===== config.mk =====
export PLATFORM = sky130hd
export DESIGN_NAME = wb_stage
export DESIGN_NICKNAME = d
export VERILOG_FILES = /design/src/common/riscv_pkg.sv /design/src/writeback/wb_stage.sv /design/src/writeback/csr_file.sv /design/src/writeback/reg_file.sv
export SDC_FILE = /design/constraint.sdc
export NUM_CORES = 2
export LEC_CHECK = 0
export BUFFER_PORTS_ARGS = -buffer_cell sky130_fd_sc_hd__buf_4
export CAP_MARGIN = 15
export CORE_MARGIN = 5
export CORE_UTILIZATION = 50
export CTS_CLUSTER_DIAMETER = 50
export DETAILED_ROUTE_END_ITERATION = 10
export PLACE_DENSITY = 0.79
export SYNTH_ARGS = -nofsm -noshare
export SYNTH_HDL_FRONTEND = slang
export SYNTH_SLANG_ARGS = --single-unit

===== constraint.sdc =====
create_clock -name clk_i -period 6.06 [get_ports clk_i]
set_input_delay 1.212 -clock clk_i [delete_from_list [all_inputs] [get_ports clk_i]]
set_output_delay 1.212 -clock clk_i [all_outputs]
set_load 0.03 [all_outputs]

===== src/common/riscv_pkg.sv =====
package riscv_pkg;

  localparam int xlen = 32;
  localparam int reg_addr_w = 5;
  localparam int csr_addr_w = 12;

  typedef enum logic [3:0] {
    mem_none,
    mem_lb,
    mem_lh,
    mem_lw,
    mem_lbu,
    mem_lhu,
    mem_sb,
    mem_sh,
    mem_sw
  } mem_op_e;

  typedef enum logic [1:0] {
    csr_none,
    csr_rw,
    csr_rs,
    csr_rc
  } csr_op_e;

  // Machine-mode CSRs implemented in writeback
  localparam logic [csr_addr_w-1:0] csr_mtvec    = 12'h305;
  localparam logic [csr_addr_w-1:0] csr_mscratch = 12'h340;
  localparam logic [csr_addr_w-1:0] csr_mepc     = 12'h341;
  localparam logic [csr_addr_w-1:0] csr_mcause   = 12'h342;

  localparam logic [xlen-1:0] cause_illegal_insn     = 32'd2;
  localparam logic [xlen-1:0] cause_load_misaligned  = 32'd4;
  localparam logic [xlen-1:0] cause_store_misaligned = 32'd6;

endpackage

===== src/writeback/wb_stage.sv =====
`timescale 1ns/1ps

module wb_stage (
  input  logic                             clk_i,
  input  logic                             reset,
  input  logic                             wb_q_valid,
  input  logic [riscv_pkg::reg_addr_w-1:0] wb_q_rd_addr,
  input  logic [riscv_pkg::xlen-1:0]       wb_q_rd_wdata,
  input  logic                             wb_q_is_rd_write,
  input  logic [riscv_pkg::csr_addr_w-1:0] wb_q_csr_addr,
  input  logic [riscv_pkg::xlen-1:0]       wb_q_csr_wdata,
  input  logic                             wb_q_is_csr_write,
  input  logic                             wb_q_trap_valid,
  input  logic [riscv_pkg::xlen-1:0]       wb_q_trap_mcause,
  input  logic [riscv_pkg::xlen-1:0]       wb_q_trap_pc,
  input  logic [riscv_pkg::reg_addr_w-1:0] rs1_addr,
  input  logic [riscv_pkg::reg_addr_w-1:0] rs2_addr,
  input  logic [riscv_pkg::csr_addr_w-1:0] csr_raddr,
  output logic [riscv_pkg::xlen-1:0]       rs1_rdata,
  output logic [riscv_pkg::xlen-1:0]       rs2_rdata,
  output logic [riscv_pkg::xlen-1:0]       csr_rdata,
  output logic                             csr_known,
  output logic                             trap_redirect_valid,
  output logic [riscv_pkg::xlen-1:0]       trap_redirect_pc
);

  logic rf_we;
  logic csr_we;
  logic trap_en;

  // A trapping instruction only updates mepc and mcause
  assign trap_en = wb_q_valid && wb_q_trap_valid;
  assign rf_we   = wb_q_valid && wb_q_is_rd_write && !wb_q_trap_valid;
  assign csr_we  = wb_q_valid && wb_q_is_csr_write && !wb_q_trap_valid;

  assign trap_redirect_valid = trap_en;

  reg_file reg_file_inst (
    .clk_i     (clk_i),
    .reset     (reset),
    .write_en  (rf_we),
    .write_addr(wb_q_rd_addr),
    .write_data(wb_q_rd_wdata),
    .rs1_addr  (rs1_addr),
    .rs2_addr  (rs2_addr),
    .rs1_rdata (rs1_rdata),
    .rs2_rdata (rs2_rdata)
  );

  csr_file csr_file_inst (
    .clk_i     (clk_i),
    .reset     (reset),
    .raddr     (csr_raddr),
    .rdata     (csr_rdata),
    .known     (csr_known),
    .write_en  (csr_we),
    .waddr     (wb_q_csr_addr),
    .wdata     (wb_q_csr_wdata),
    .trap_en   (trap_en),
    .trap_pc   (wb_q_trap_pc),
    .trap_cause(wb_q_trap_mcause),
    .mtvec     (trap_redirect_pc)
  );

endmodule


===== src/writeback/csr_file.sv =====
`timescale 1ns/1ps

module csr_file (
  input  logic                             clk_i,
  input  logic                             reset,
  input  logic [riscv_pkg::csr_addr_w-1:0] raddr,
  output logic [riscv_pkg::xlen-1:0]       rdata,
  output logic                             known,
  input  logic                             write_en,
  input  logic [riscv_pkg::csr_addr_w-1:0] waddr,
  input  logic [riscv_pkg::xlen-1:0]       wdata,
  input  logic                             trap_en,
  input  logic [riscv_pkg::xlen-1:0]       trap_pc,
  input  logic [riscv_pkg::xlen-1:0]       trap_cause,
  output logic [riscv_pkg::xlen-1:0]       mtvec
);
  import riscv_pkg::*;

  logic [xlen-1:0] mscratch_q;
  logic [xlen-1:0] mtvec_q;
  logic [xlen-1:0] mepc_q;
  logic [xlen-1:0] mcause_q;
  logic [xlen-1:0] stored;

  always_comb begin
    known = 1'b1;
    case (raddr)
      csr_mscratch: stored = mscratch_q;
      csr_mtvec:    stored = mtvec_q;
      csr_mepc:     stored = mepc_q;
      csr_mcause:   stored = mcause_q;
      default: begin
        stored = '0;
        known  = 1'b0;
      end
    endcase
    // Forward whatever WB commits at the coming edge
    rdata = stored;
    if (trap_en && raddr == csr_mepc) begin
      rdata = trap_pc;
    end else if (trap_en && raddr == csr_mcause) begin
      rdata = trap_cause;
    end else if (write_en && waddr == raddr) begin
      rdata = wdata;
    end
  end

  always_ff @(posedge clk_i) begin
    if (reset) begin
      mscratch_q <= '0;
      mtvec_q    <= '0;
      mepc_q     <= '0;
      mcause_q   <= '0;
    end else if (trap_en) begin
      mepc_q   <= trap_pc;
      mcause_q <= trap_cause;
    end else if (write_en) begin
      case (waddr)
        csr_mscratch: mscratch_q <= wdata;
        csr_mtvec:    mtvec_q    <= wdata;
        csr_mepc:     mepc_q     <= wdata;
        csr_mcause:   mcause_q   <= wdata;
        default: ;
      endcase
    end
  end

  assign mtvec = mtvec_q;

endmodule


===== src/writeback/reg_file.sv =====
`timescale 1ns/1ps

module reg_file (
  input  logic                             clk_i,
  input  logic                             reset,
  input  logic                             write_en,
  input  logic [riscv_pkg::reg_addr_w-1:0] write_addr,
  input  logic [riscv_pkg::xlen-1:0]       write_data,
  input  logic [riscv_pkg::reg_addr_w-1:0] rs1_addr,
  input  logic [riscv_pkg::reg_addr_w-1:0] rs2_addr,
  output logic [riscv_pkg::xlen-1:0]       rs1_rdata,
  output logic [riscv_pkg::xlen-1:0]       rs2_rdata
);
  import riscv_pkg::*;

  logic [xlen-1:0] regs [32];

  always_ff @(posedge clk_i) begin
    if (reset) begin
      for (int i = 0; i < 32; i++) begin
        regs[i] <= '0;
      end
    end else if (write_en && write_addr != '0) begin
      regs[write_addr] <= write_data;
    end
  end

  assign rs1_rdata = regs[rs1_addr];
  assign rs2_rdata = regs[rs2_addr];

  // x0 stays zero even after writes aimed at it
  assert property (@(posedge clk_i) disable iff (reset)
                   (rs1_addr == '0) |-> (rs1_rdata == '0));
  assert property (@(posedge clk_i) disable iff (reset)
                   (rs2_addr == '0) |-> (rs2_rdata == '0));

endmodule


==> reports/metrics.cfg <==
[setup_path]
criticalPathCategory = input port to output pin
crit_path_end_kind = output pin
critPathLaunchType = input port
timing.critical_path.arrival_ps = 3890
path_max_fanout = 29
critical_path_required_ps = 4850

[yosys]
share_of_synthesized_registers_carrying_an_async_set_or_reset_pct = 0
synth_sequential_area_ratio_pct = 54.2
mean_instance_size_in_the_synthesized_netlist_um2 = 14.6
synthDistinctLibCells = 61
total_standard_cell_area_after_synthesis_um2 = 61400
synth_area_leaders = sky130_fd_sc_hd__edfxtp_1, sky130_fd_sc_hd__mux4_2, sky130_fd_sc_hd__and2_1, sky130_fd_sc_hd__dfxtp_1, sky130_fd_sc_hd__mux2i_1
yosys_warnings = 0
synth_top_flop_cell = sky130_fd_sc_hd__edfxtp_1
synth.ff_latch_count = 1152
edff_count_synth = 1024
yosysTopAreaCell = sky130_fd_sc_hd__edfxtp_1
synthDominantCellAreaShare_pct = 50.1
synthCells = 4209

[routing]
route.detailed.vias_per_inst = 6.75
dr_total_vias = 41400
detail_route.iter0.violations = 6037
route.antenna.remaining_nets = 0
detail_route.wirelength_um = 196000
avgRoutedWirePerCell_um = 31.9
drt_pass1_iterations = 6
remaining_drc_errors = 0

[power]
power.share.combinational_pct = 11.9
p_clk_share_pct = 42.2
power.density_cell_area_nw_per_um2 = 287
switchingPower_mw = 4.98
netSwitchingFraction_pct = 24.7
power.ir.vdd_worst_mv = 0.240
internal_power_mw = 15.1
sequentialPowerShare_pct = 45.9
p_leak_nw = 24.4

[floorplan]
core_area_um2 = 122000
die_w_um = 360
die_area_um2 = 130000
pin_count = 303
initial_utilization_pct = 50.4
chipHeight_um = 360
fp-row-count = 128

[hold_path]
holdCritPathClass = flop to flop

[clock_network]
clk_transition_reported_paths_ps = 60
skew_pair_late_insertion_delay_ps = 760
clockRootBuffer = sky130_fd_sc_hd__clkbuf_16
holdBufCountCts = 0
postCtsSetupRepairBufs = 0
htreeDepth = 4
cts_repair_resize_count = 0
cts-buffers-inserted = 137
clockBufferDepth = 3
cts_tree = done
numClockSinks = 1152

[timing]
timing.max_slew.rel_slack_pct = 22.2
setup_total_negative_slack_ps = 0
hold-worst-slack_ps = 450
rsz0062_at_grt = false
hold_violations = 0
least_margin_pin_slew_ps = 1170
final_period_minus_worst_setup_slack_ps = 5100
setup-violations-final = 0
crit_path_setup_slack_layout_ps = 955
max_freq_mhz = 196
skew_ps = 0
final.period_utilization_pct = 84.2
timing.final.max_slew_violations = 0

[global_route]
antenna_found_initial = 19
via_count_of_the_first_global_routing_pass = 42300
maximum_number_of_pins_on_one_net_before_global_route_repair = 93
grt.busiest_layer = met2
global_route_overflow = 0
met2_usage_pct = 47.3
grt_usage_pct = 29.6
grt_first_pass_wirelength_um = 283000
grt.met1_usage_pct = 36.6
grtUsageMet3_pct = 8.96

[cells_and_area]
drive_above_1_share_pct = 29.6
final_net_count = 4557
layout.cells.non_filler = 6138
layout_common_cells = sky130_fd_sc_hd__edfxtp_1, sky130_fd_sc_hd__and2_1, sky130_fd_sc_hd__mux4_2
fill_cells = 8954
syn_to_final_growth_pct = 14.2
layout_commonest_cell = sky130_fd_sc_hd__edfxtp_1
final_std_cell_area_no_fill_um2 = 70100

[placed_design]
pre_cts_ws_ps = 1110
dp.cells = 5869
port-buffer-count = 302
dpl.hpwl_um = 115000
placed_area_um2 = 65400
gpl.final_weighted_congestion = 0.878

[outcome]
run_status = finished, final reports clean

[job]
drv.max_cap_violation_count = 0

==> Yosys cell counts, drive strengths merged (32+ instances only) <==
master / n
nor2: 108
mux2i: 194
a22oi: 105
a21oi: 70
or2: 32
o21ai: 51
mux4: 576
buf: 134
edfxtp: 1024
clkbuf: 308
o21a: 64
nand2: 217
dfxtp: 128
a211oi: 42
and2: 995
==> stage by stage <==
stage	power, mW	util, %
CTS	20.1	57.5
global route	20.6	57.5
floorplan	10.8	-
detailed placement	11.7	53.7
global placement	11.7	53.7
finish	20.1	57.5
==> kinds of logic (layout without fill, tap and decap cells) <==
group	count (synthesis)	after routing	synth area share, %
compound gates	408	408	4.70
xor+xnor	12	12	0.171
buf+inv	445	701	3.31
flops	1152	1152	54.2
mux	770	770	24.3
other cells	1	49	0.00611
simple gates	1421	1421	13.3
==> power groups by stage <==
stage                     clock network (mW)  registers (mW)  logic [mW]
after detailed placement                   0            9.39        2.34
final                                   8.50            9.24        2.39
after CTS                               8.51            9.23        2.35
after global placement                     0            9.34        2.31
after floorplan                            0            9.30        1.51
after global routing                    8.84            9.28        2.47
==> path summary, 6_finish.rpt <==
kind / depth (start not counted) / start / to / slack, ps
max: 8 / csr_raddr[0] / csr_rdata[19] / 960
max reg2reg: 2 / csr_file_inst.mepc_q[0] / csr_file_inst.mepc_q[0] / 5280
min reg2reg: 2 / csr_file_inst.mscratch_q[16] / csr_file_inst.mscratch_q[16] / 450
min: 2 / csr_file_inst.mscratch_q[16] / csr_file_inst.mscratch_q[16] / 450
==> critical path, cell delays in order <==
cell                        delay (ps)
sky130_fd_sc_hd__buf_4             440
sky130_fd_sc_hd__nor4b_1           460
sky130_fd_sc_hd__and3_1            680
sky130_fd_sc_hd__buf_4             330
sky130_fd_sc_hd__o2bb2ai_1         130
sky130_fd_sc_hd__a211oi_1           90
sky130_fd_sc_hd__o21ai_0           300
sky130_fd_sc_hd__buf_4             220
==> registers in the layout (all words and copies together) (netlist names) <==
signal	count
reg_file_inst.regs	1024
csr_file_inst.mcause_q	32
csr_file_inst.mepc_q	32
csr_file_inst.mscratch_q	32
csr_file_inst.mtvec	32
==> metal layers <==
| layer | up-vias | wire length [um] |
|---|---|---|
| met3 | 679 | 25800 |
| met4 | 8 | 11000 |
| met5 | - | 65 |
| li1 | 16500 | - |
| met1 | 20900 | 65700 |
| met2 | 3431 | 93200 |
==> layout make-up <==
type,count,area [um2],share of cell area [%]
clock buffer,173,3770,5.38
sequential,1152,33300,47.5
clock inverter,78,861,1.23
tap,1625,2030,2.90
multi-input combinational,2643,26400,37.7
timing repair buffer,447,3670,5.24
inverter,3,11.3,0.0161
antenna,17,42.5,0.0607
Power figures use the tool's default switching activity.
