**config.mk**
```make
export PLATFORM = sky130hd
export DESIGN_NAME = mem_wb_pipeline
export DESIGN_NICKNAME = d
export VERILOG_FILES = /design/src/common/riscv_pkg.sv /design/src/rtl/mem_wb_pipeline.sv
export SDC_FILE = /design/constraint.sdc
export NUM_CORES = 1
export LEC_CHECK = 0
export ABC_CLOCK_PERIOD_IN_PS = 4170
export BUFFER_PORTS_ARGS = -buffer_cell sky130_fd_sc_hd__buf_2
export CAP_MARGIN = 0
export CORE_AREA = 2 2 117 119
export CTS_CLUSTER_DIAMETER = 150
export DETAILED_ROUTE_END_ITERATION = 12
export DIE_AREA = 0 0 119 121
export HOLD_SLACK_MARGIN = 0.08
export PLACE_DENSITY = 0.71
export SYNTH_ARGS = -nofsm -noshare
export SYNTH_HDL_FRONTEND = slang
export SYNTH_SLANG_ARGS = --single-unit
export TNS_END_PERCENT = 10
```
**constraint.sdc**
```tcl
create_clock -name clk_i -period 4.17 [get_ports clk_i]
set_input_delay 1.0425 -clock clk_i [delete_from_list [all_inputs] [get_ports clk_i]]
set_output_delay 1.0425 -clock clk_i [all_outputs]
set_load 0.05 [all_outputs]
```
**src/common/riscv_pkg.sv**
```systemverilog
package riscv_pkg;

  localparam int xlen = 32;
  localparam int reg_addr_w = 5;
  localparam int csr_addr_w = 12;

  typedef enum logic [3:0] {
    mem_none,
    mem_lb,
    mem_lh,
    mem_lw,
    mem_lbu,
    mem_lhu,
    mem_sb,
    mem_sh,
    mem_sw
  } mem_op_e;

  typedef enum logic [1:0] {
    csr_none,
    csr_rw,
    csr_rs,
    csr_rc
  } csr_op_e;

  // Machine-mode CSRs implemented in writeback
  localparam logic [csr_addr_w-1:0] csr_mtvec    = 12'h305;
  localparam logic [csr_addr_w-1:0] csr_mscratch = 12'h340;
  localparam logic [csr_addr_w-1:0] csr_mepc     = 12'h341;
  localparam logic [csr_addr_w-1:0] csr_mcause   = 12'h342;

  localparam logic [xlen-1:0] cause_illegal_insn     = 32'd2;
  localparam logic [xlen-1:0] cause_load_misaligned  = 32'd4;
  localparam logic [xlen-1:0] cause_store_misaligned = 32'd6;

endpackage
```
**src/rtl/mem_wb_pipeline.sv**
```systemverilog
`timescale 1ns/1ps

module mem_wb_pipeline (
  input  logic                             clk_i,
  input  logic                             reset,
  input  logic                             mem_wb_flush,
  input  logic                             mem_wb_stall,
  input  logic                             ex_mem_stall,
  output logic                             mem_advance,
  input  logic                             mem_d_valid,
  input  logic [riscv_pkg::reg_addr_w-1:0] mem_d_rd_addr,
  input  logic [riscv_pkg::xlen-1:0]       mem_d_rd_wdata,
  input  logic                             mem_d_is_rd_write,
  input  logic [riscv_pkg::csr_addr_w-1:0] mem_d_csr_addr,
  input  logic [riscv_pkg::xlen-1:0]       mem_d_csr_wdata,
  input  logic                             mem_d_is_csr_write,
  input  logic                             mem_d_trap_valid,
  input  logic [riscv_pkg::xlen-1:0]       mem_d_trap_mcause,
  input  logic [riscv_pkg::xlen-1:0]       mem_d_trap_pc,
  output logic                             wb_q_valid,
  output logic [riscv_pkg::reg_addr_w-1:0] wb_q_rd_addr,
  output logic [riscv_pkg::xlen-1:0]       wb_q_rd_wdata,
  output logic                             wb_q_is_rd_write,
  output logic [riscv_pkg::csr_addr_w-1:0] wb_q_csr_addr,
  output logic [riscv_pkg::xlen-1:0]       wb_q_csr_wdata,
  output logic                             wb_q_is_csr_write,
  output logic                             wb_q_trap_valid,
  output logic [riscv_pkg::xlen-1:0]       wb_q_trap_mcause,
  output logic [riscv_pkg::xlen-1:0]       wb_q_trap_pc
);

  logic clear;

  // Bubble when EX/MEM holds but WB is free to drain
  assign clear       = reset || mem_wb_flush || (!mem_wb_stall && ex_mem_stall);
  assign mem_advance = !mem_wb_stall && !ex_mem_stall && !mem_wb_flush;

  always_ff @(posedge clk_i) begin
    if (clear) begin
      wb_q_valid        <= 1'b0;
      wb_q_is_rd_write  <= 1'b0;
      wb_q_is_csr_write <= 1'b0;
      wb_q_trap_valid   <= 1'b0;
    end else if (!mem_wb_stall) begin
      wb_q_valid        <= mem_d_valid;
      wb_q_is_rd_write  <= mem_d_is_rd_write;
      wb_q_is_csr_write <= mem_d_is_csr_write;
      wb_q_trap_valid   <= mem_d_trap_valid;
    end
  end

  // Payload only matters while wb_q_valid is set
  always_ff @(posedge clk_i) begin
    if (!mem_wb_stall) begin
      wb_q_rd_addr     <= mem_d_rd_addr;
      wb_q_rd_wdata    <= mem_d_rd_wdata;
      wb_q_csr_addr    <= mem_d_csr_addr;
      wb_q_csr_wdata   <= mem_d_csr_wdata;
      wb_q_trap_mcause <= mem_d_trap_mcause;
      wb_q_trap_pc     <= mem_d_trap_pc;
    end
  end

  // A flushed slot never reaches writeback
  assert property (@(posedge clk_i) mem_wb_flush |=> !wb_q_valid);

endmodule

```
==> results by group, run 1 <==
Run status
  • Status: finished, final reports clean

Power
  • Total design power: 4.009 mW
  • Peak supply drop: 0.2709 mV
  • Pwr dens: approximately 580 nW/um^2
  • Pleak: just under 3 nW

Timing
  • Final Max Slew Viols: 0
  • Setup TNS: 0 ps
  • Endpoints failing setup: 0
  • Final worst slack: 1444 ps
  • Worst-margin pin slew: between 800 and 900 ps
  • RSZ-0062 raised after global routing: no
  • Slew headroom: a little over two fifths
  • Fin. Hold Viols: 0
  • Final Cycle Share: 65.38%
  • Tmin final: ~2700 ps
  • Clock skew: 0 ps
  • Fmax: 366.8 MHz

Global routing
  • Largest net degree at the start of global routing: between 100 and 150
  • Initial antenna violation count: 3
  • GRT Overall Usage: 14.52%
  • Vias in the first global route: 2979
  • First-pass GRT wire length: between 15000 and 20000 um
  • GRT overflow: 0

Setup path
  • Setup slack, reg-to-reg: 3570 ps
  • Register-to-Register Path Depth: 2
  • Worst setup EP type: output port
  • Startpoint types: input port
  • Kind of critical path: in -> out
  • R2r startpoint: wb_q_trap_valid$_SDFFE_PP0N_
  • Arrival @ worst endpoint: 1680 ps
  • RR Endpoint: wb_q_trap_valid$_SDFFE_PP0N_
  • Data required, critical path: 3130 ps
  • CP max FO: 10
  • Crit path to: mem_advance
  • CP startpoint: mem_wb_stall

Clock tree
  • TritonCTS clock tree: yes
  • Maximum clock path buffer count: 2
  • Worst skew pair latency: 410 ps
  • Root buf cell: clkbuf_16
  • H-tree Lvls: 4
  • Sink Count: 149
  • Post-CTS sizing: 0
  • Hold-fix buffers, CTS: 0
  • Clock slew at reported path FFs: around 60 ps
  • Setup repair bufs after CTS: 0
  • Num CTS Buffers: 17

Floorplanning
  • Core Footprint: 13090 um^2
  • Die area: 14400 um^2
  • Starting density of the core: 34.62%
  • Row Count: 42
  • Die extent in y: 121 um
  • Ports: just over 300
  • Die X: approximately 120 um

Cells and area
  • Final Instance Area: 6908 um^2
  • Fraction of layout cells with a size suffix above 1: 67.60%
  • Number of diodes: 0
  • Final #Nets: 641
  • Area of the multi-input gates: 81.33 um^2
  • Filler cells: 1101
  • Storage element area: between 4000 and 5000 um^2
  • Layout area overhead: 52.47%

Synthesis
  • Netlist cell types: 9
  • Syn. warnings: 0
  • Post-synthesis sequential area ratio: 97.87%
  • Syn Nets: 319
  • Synth area leaders: edfxtp_1 96%, dfxtp_1 1.8%, or3b_1 0.77%
  • Synth Register Bits: 149
  • Cells after synthesis: around 170
  • Top cell type's share of synthesized area: a little over nine tenths
  • Async SR Flop Fraction: 0%
  • Top-count cell post-synth: edfxtp_1
  • Main flop type after synthesis: edfxtp_1
  • Commonest cells post-synth: 145 x edfxtp_1, 4 x a21oi_1, 4 x dfxtp_1, 4 x nand2_1, 4 x or3b_1
  • Post-synth top area cell: edfxtp_1
  • Mapped cell area: 4531 um^2
  • Mean area per synthesized cell: 27.46 um^2
  • EDFF count, synth: between 100 and 150

Flow run
  • Max-Cap Viols: 0

Routing
  • Routed WL: 10660 um
  • # DRC: 0
  • Number of vias per cell: 4.206
  • Avg WL per Cell: 15.77 um
  • Detail Route Antenna Nets: 0
  • DR iter-0 viols: between 100 and 150
  • Router iterations before antenna repair: 5
  • Via count: about 2800

Placed design
  • Gp weighted congestion: 0.7625
  • Buffers added on ports: 303
  • Placed inst area: 6280 um^2
  • Hpwl dp: 8000 um
  • Post-Place Worst Slack: 1438 ps

Hold path
  • Worst Hold Path Cells: 2
  • Worst min-delay path class: reg -> reg
[critical path: stages]
cell and delay, ps:
buf_2 170, nor3_1 180, buf_2 290
[kinds of logic after synthesis]
| family | share of synthesized area [%] |
|---|---|
| DFF | 97.87 |
| and+or+nand+nor | 1.353 |
| AOI/OAI and AO/OA | 0.4419 |
| buffers and inverters | 0.3313 |
[routing by layer]
layer  GRT usage (%)  up-vias  wire (um)
met3           6.485       24        906
met1           15.31     1320       3835
met4           7.366        2        281
li1                -     1314          -
met2           24.64      183       5616
met5               0        -         20
[registers in the layout, summed over array words and instances, names as in the netlist]
name,flops
wb_q_csr_addr,12
wb_q_is_csr_write,1
wb_q_csr_wdata,32
wb_q_trap_mcause,32
wb_q_trap_pc,32
wb_q_valid,1
wb_q_trap_valid,1
wb_q_is_rd_write,1
wb_q_rd_wdata,32
wb_q_rd_addr,5
[final cells by class]
class	instances	area share, %
Sequential cell	149	64.19
Timing Repair Buffer	304	22.24
Clock buffer	17	6.158
Tap cell	176	3.188
Clock inverter	15	2.934
Multi-Input combinational cell	14	1.177
Inverter	1	0.1087
[how the worst min path moves through the flow]
stage / from / end
5_1_grt: wb_q_is_csr_write$_SDFFE_PP0N_ / wb_q_is_csr_write$_SDFFE_PP0N_
3_3_place_gp: wb_q_is_rd_write$_SDFFE_PP0N_ / wb_q_is_rd_write$_SDFFE_PP0N_
2_1_floorplan: wb_q_is_csr_write$_SDFFE_PP0N_ / wb_q_is_csr_write$_SDFFE_PP0N_
3_5_place_dp: wb_q_is_csr_write$_SDFFE_PP0N_ / wb_q_is_csr_write$_SDFFE_PP0N_
6_report: wb_q_is_csr_write$_SDFFE_PP0N_ / wb_q_is_csr_write$_SDFFE_PP0N_
4_1_cts: wb_q_is_csr_write$_SDFFE_PP0N_ / wb_q_is_csr_write$_SDFFE_PP0N_
[power breakdown]
part	internal [mW]	switching [mW]	leakage, nW
clock	1.00	0.579	0.304
sequential	1.77	0.0293	1.45
combinational	0.127	0.496	1.23
[cell usage in the layout (no fill, tap or decap), drive strengths merged]
cell / instances
clkinv: 7
or2: 1
bufinv: 4
buf: 304
clkinvlp: 3
edfxtp: 145
a21oi: 4
or3b: 4
inv: 2
nor3: 1
dfxtp: 4
nand2: 4
clkbuf: 17
[metrics by stage]
stage	instances	hold WS [ps]	util, %
3_3_place_gp	644	447.7	47.99
4_1_cts	676	460.9	52.79
2_1_floorplan	165	677.8	-
3_5_place_dp	644	451.5	47.99
5_1_grt	676	474.5	52.79
6_report	676	459.8	52.79
Power figures use the tool's default switching activity.
==> run 2, diff against run 1 <==
--- a/config.mk
+++ b/config.mk
@@ -5,7 +5,7 @@
 export SDC_FILE = /design/constraint.sdc
 export NUM_CORES = 1
 export LEC_CHECK = 0
-export ABC_CLOCK_PERIOD_IN_PS = 4170
+export ABC_CLOCK_PERIOD_IN_PS = 2500
 export BUFFER_PORTS_ARGS = -buffer_cell sky130_fd_sc_hd__buf_2
 export CAP_MARGIN = 0
 export CORE_AREA = 2 2 117 119
==> constraint.sdc (replaced) <==
create_clock -name clk_i -period 2.5 [get_ports clk_i]
set_input_delay 0.625 -clock clk_i [delete_from_list [all_inputs] [get_ports clk_i]]
set_output_delay 0.625 -clock clk_i [all_outputs]
set_load 0.05 [all_outputs]
==> run 2 against run 1 <==
Net effect: cell count is the same; sequential power grew 67%; register-to-register slack lost 1700 ps.
==> results by group, run 2 (synthesis gave the netlist of run 1 again) <==
Run status
  • Status: finished, final reports clean

Timing
  • Final Max Slew Viols: 0 (unchanged)
  • Endpoints failing setup: 0 (unchanged)
  • Tmin final: roughly 1900 ps
  • RSZ-0062 raised after global routing: no
  • Worst-margin pin slew: 396.0 ps (-463.4 ps)
  • Fin. Hold Viols: 0 (unchanged)
  • Fmax: 539.5 MHz
  • Slew headroom: 73.54% (+31 points)
  • Final Cycle Share: 74.14%
  • Clock skew: 0 ps (unchanged)

Floorplanning
  • Die X: 119 um (unchanged)
  • Core Footprint: 13090 um^2 (unchanged)
  • Row Count: 42 (unchanged)
  • Die area: 14400 um^2 (unchanged)
  • Starting density of the core: 34.62% (unchanged)
  • Ports: 304 (unchanged)
  • Die extent in y: 121 um (unchanged)

Setup path
  • Cell-by-cell trace of the critical path: buf_2 -> nor3_1 -> buf_2
  • Most frequent CP cell: buf_2
  • Data required, critical path: 1880 ps (-1250 ps)
  • CP max FO: 10 (unchanged)
  • Worst setup EP type: output port
  • Startpoint types: input port
  • Arrival @ worst endpoint: 1230 ps (-450 ps)
  • CP peak stage delay: 280 ps (about the same)
  • Kind of critical path: in -> out
  • Setup slack, reg-to-reg: 1870 ps (-1700 ps)
  • Slowest CP cell: buf_2

Clock tree
  • Maximum clock path buffer count: 2 (unchanged)
  • Hold-fix buffers, CTS: 0 (unchanged)
  • Sink Count: 149 (unchanged)
  • Post-CTS sizing: 0 (unchanged)
  • TritonCTS clock tree: yes
  • H-tree Lvls: 4 (unchanged)
  • Clock slew at reported path FFs: 60 ps (about the same)
  • Setup repair bufs after CTS: 0 (unchanged)
  • Num CTS Buffers: 17 (unchanged)
  • Worst skew pair latency: 400 ps (about the same)
  • Root buf cell: clkbuf_16

Placed design
  • Buffers added on ports: 303 (unchanged)
  • Gp weighted congestion: 0.7386 (-3.1%)
  • Hpwl dp: 8344 um (+4.3%)
  • Placed inst area: 6320 um^2 (+0.64%)

Routing
  • Detail Route Antenna Nets: 0 (unchanged)
  • Avg WL per Cell: 15.95 um (+1.1%)
  • Router iterations before antenna repair: 4 (-1)
  • Number of vias per cell: 4.169 (-0.88%)
  • Routed WL: 10780 um (+1.1%)
  • Via count: 2818 (-0.88%)
  • DR iter-0 viols: 91 (-36%)
  • # DRC: 0 (unchanged)

Global routing
  • Vias in the first global route: 2901 (-2.6%)
  • First-pass GRT wire length: 15420 um (+0.22%)
  • Largest net degree at the start of global routing: 51 (-65%)
  • GRT overflow: 0 (unchanged)
  • GRT Overall Usage: 14.61% (+0.092 points)
  • Initial antenna violation count: 0 (-3)

Cells and area
  • Final Instance Area: 6910 um^2 (about the same)
  • Filler cells: 1051 (-4.5%)
  • Layout area overhead: 52.53% (about the same)
  • Finished Core Util: 52.81% (about the same)
  • Most frequent cells in the layout: 303 x buf_2, 145 x edfxtp_1, 17 x clkbuf_16
  • Number of diodes: 0 (unchanged)
  • Final #Nets: 643 (+0.31%)
  • Fraction of layout cells with a size suffix above 1: 66.60% (-1.0 points)
  • Most common cell after layout, fill and taps aside: buf_2

Flow run
  • Max-Cap Viols: 0 (unchanged)

Power
  • Peak supply drop: 0.4517 mV (+67%)
  • Sequential power share: 45.6% (+0.6 points)
  • Pleak: 2.984 nW (about the same)
  • Cell Int Power: 4.817 mW (+66%)
  • P_sw: 1.773 mW (+61%)
  • Clock share of power: 38.6% (-0.9 points)
  • Pwr dens: 953.7 nW/um^2 (+64%)
  • Comb pwr share: 15.9% (+0.4 points)
  • Switching part of the total: 26.91% (-0.64 points)

Hold path
  • Worst min-delay path class: in -> reg
## run 2: final timing paths
check | startpoint | endpoint | depth (start not counted)
setup / recovery | mem_wb_stall | mem_advance | 3
hold / removal | mem_d_csr_addr[6] | wb_q_csr_addr[6]$_DFFE_PN_ | 1
setup reg to reg | wb_q_is_rd_write$_SDFFE_PP0N_ | wb_q_is_rd_write$_SDFFE_PP0N_ | 2
hold reg to reg | wb_q_trap_valid$_SDFFE_PP0N_ | wb_q_trap_valid$_SDFFE_PP0N_ | 2
## run 2: layout make-up
type / count / area, um^2 / area share (%)
timing repair buffer: 306 / 1577 / 22.81
inverter: 1 / 7.507 / 0.1086
clock inverter: 12 / 161.4 / 2.336
multi-input combinational: 14 / 81.33 / 1.177
sequential: 149 / 4434 / 64.17
clock buffer: 18 / 429.2 / 6.210
tap: 176 / 220.2 / 3.187
## run 2: worst max-delay path, delay by kind of cell
kind	cells	cell delay [ps]
and+or+nand+nor	1	160
buffers and inverters	2	440
## run 2: power by group through the flow
stage          clock, mW  combinational, mW  sequential (mW)
3_5_place_dp           0               1.05             3.06
2_1_floorplan          0             0.0434             3.75
4_1_cts             2.61               1.06             3.01
3_3_place_gp           0               1.05             3.05
6_report            2.54               1.05             3.00
5_1_grt             2.70               1.08             3.02
## run 2: routing by layer
layer	track usage, %	routed length, um	vias to the layer above
met1	15.24	3741	1321
met5	0	0	-
li1	-	-	1316
met4	6.920	189	0
met2	25.65	5914	169
met3	5.968	934	12
## run 2: metrics by stage
stage                     setup WS [ps]  instances  TNS [ps]  hold slack, ps  power, mW
after detailed placement          643.1        646         0           456.9      4.110
final                             646.6        676         0           392.8      6.591
after global placement            640.7        646         0           448.8      4.095
after global routing              584.6        676         0           361.2      6.805
after CTS                         637.6        676         0           368.8      6.676
after floorplan                  -751.8        165   -109010           677.7      3.791
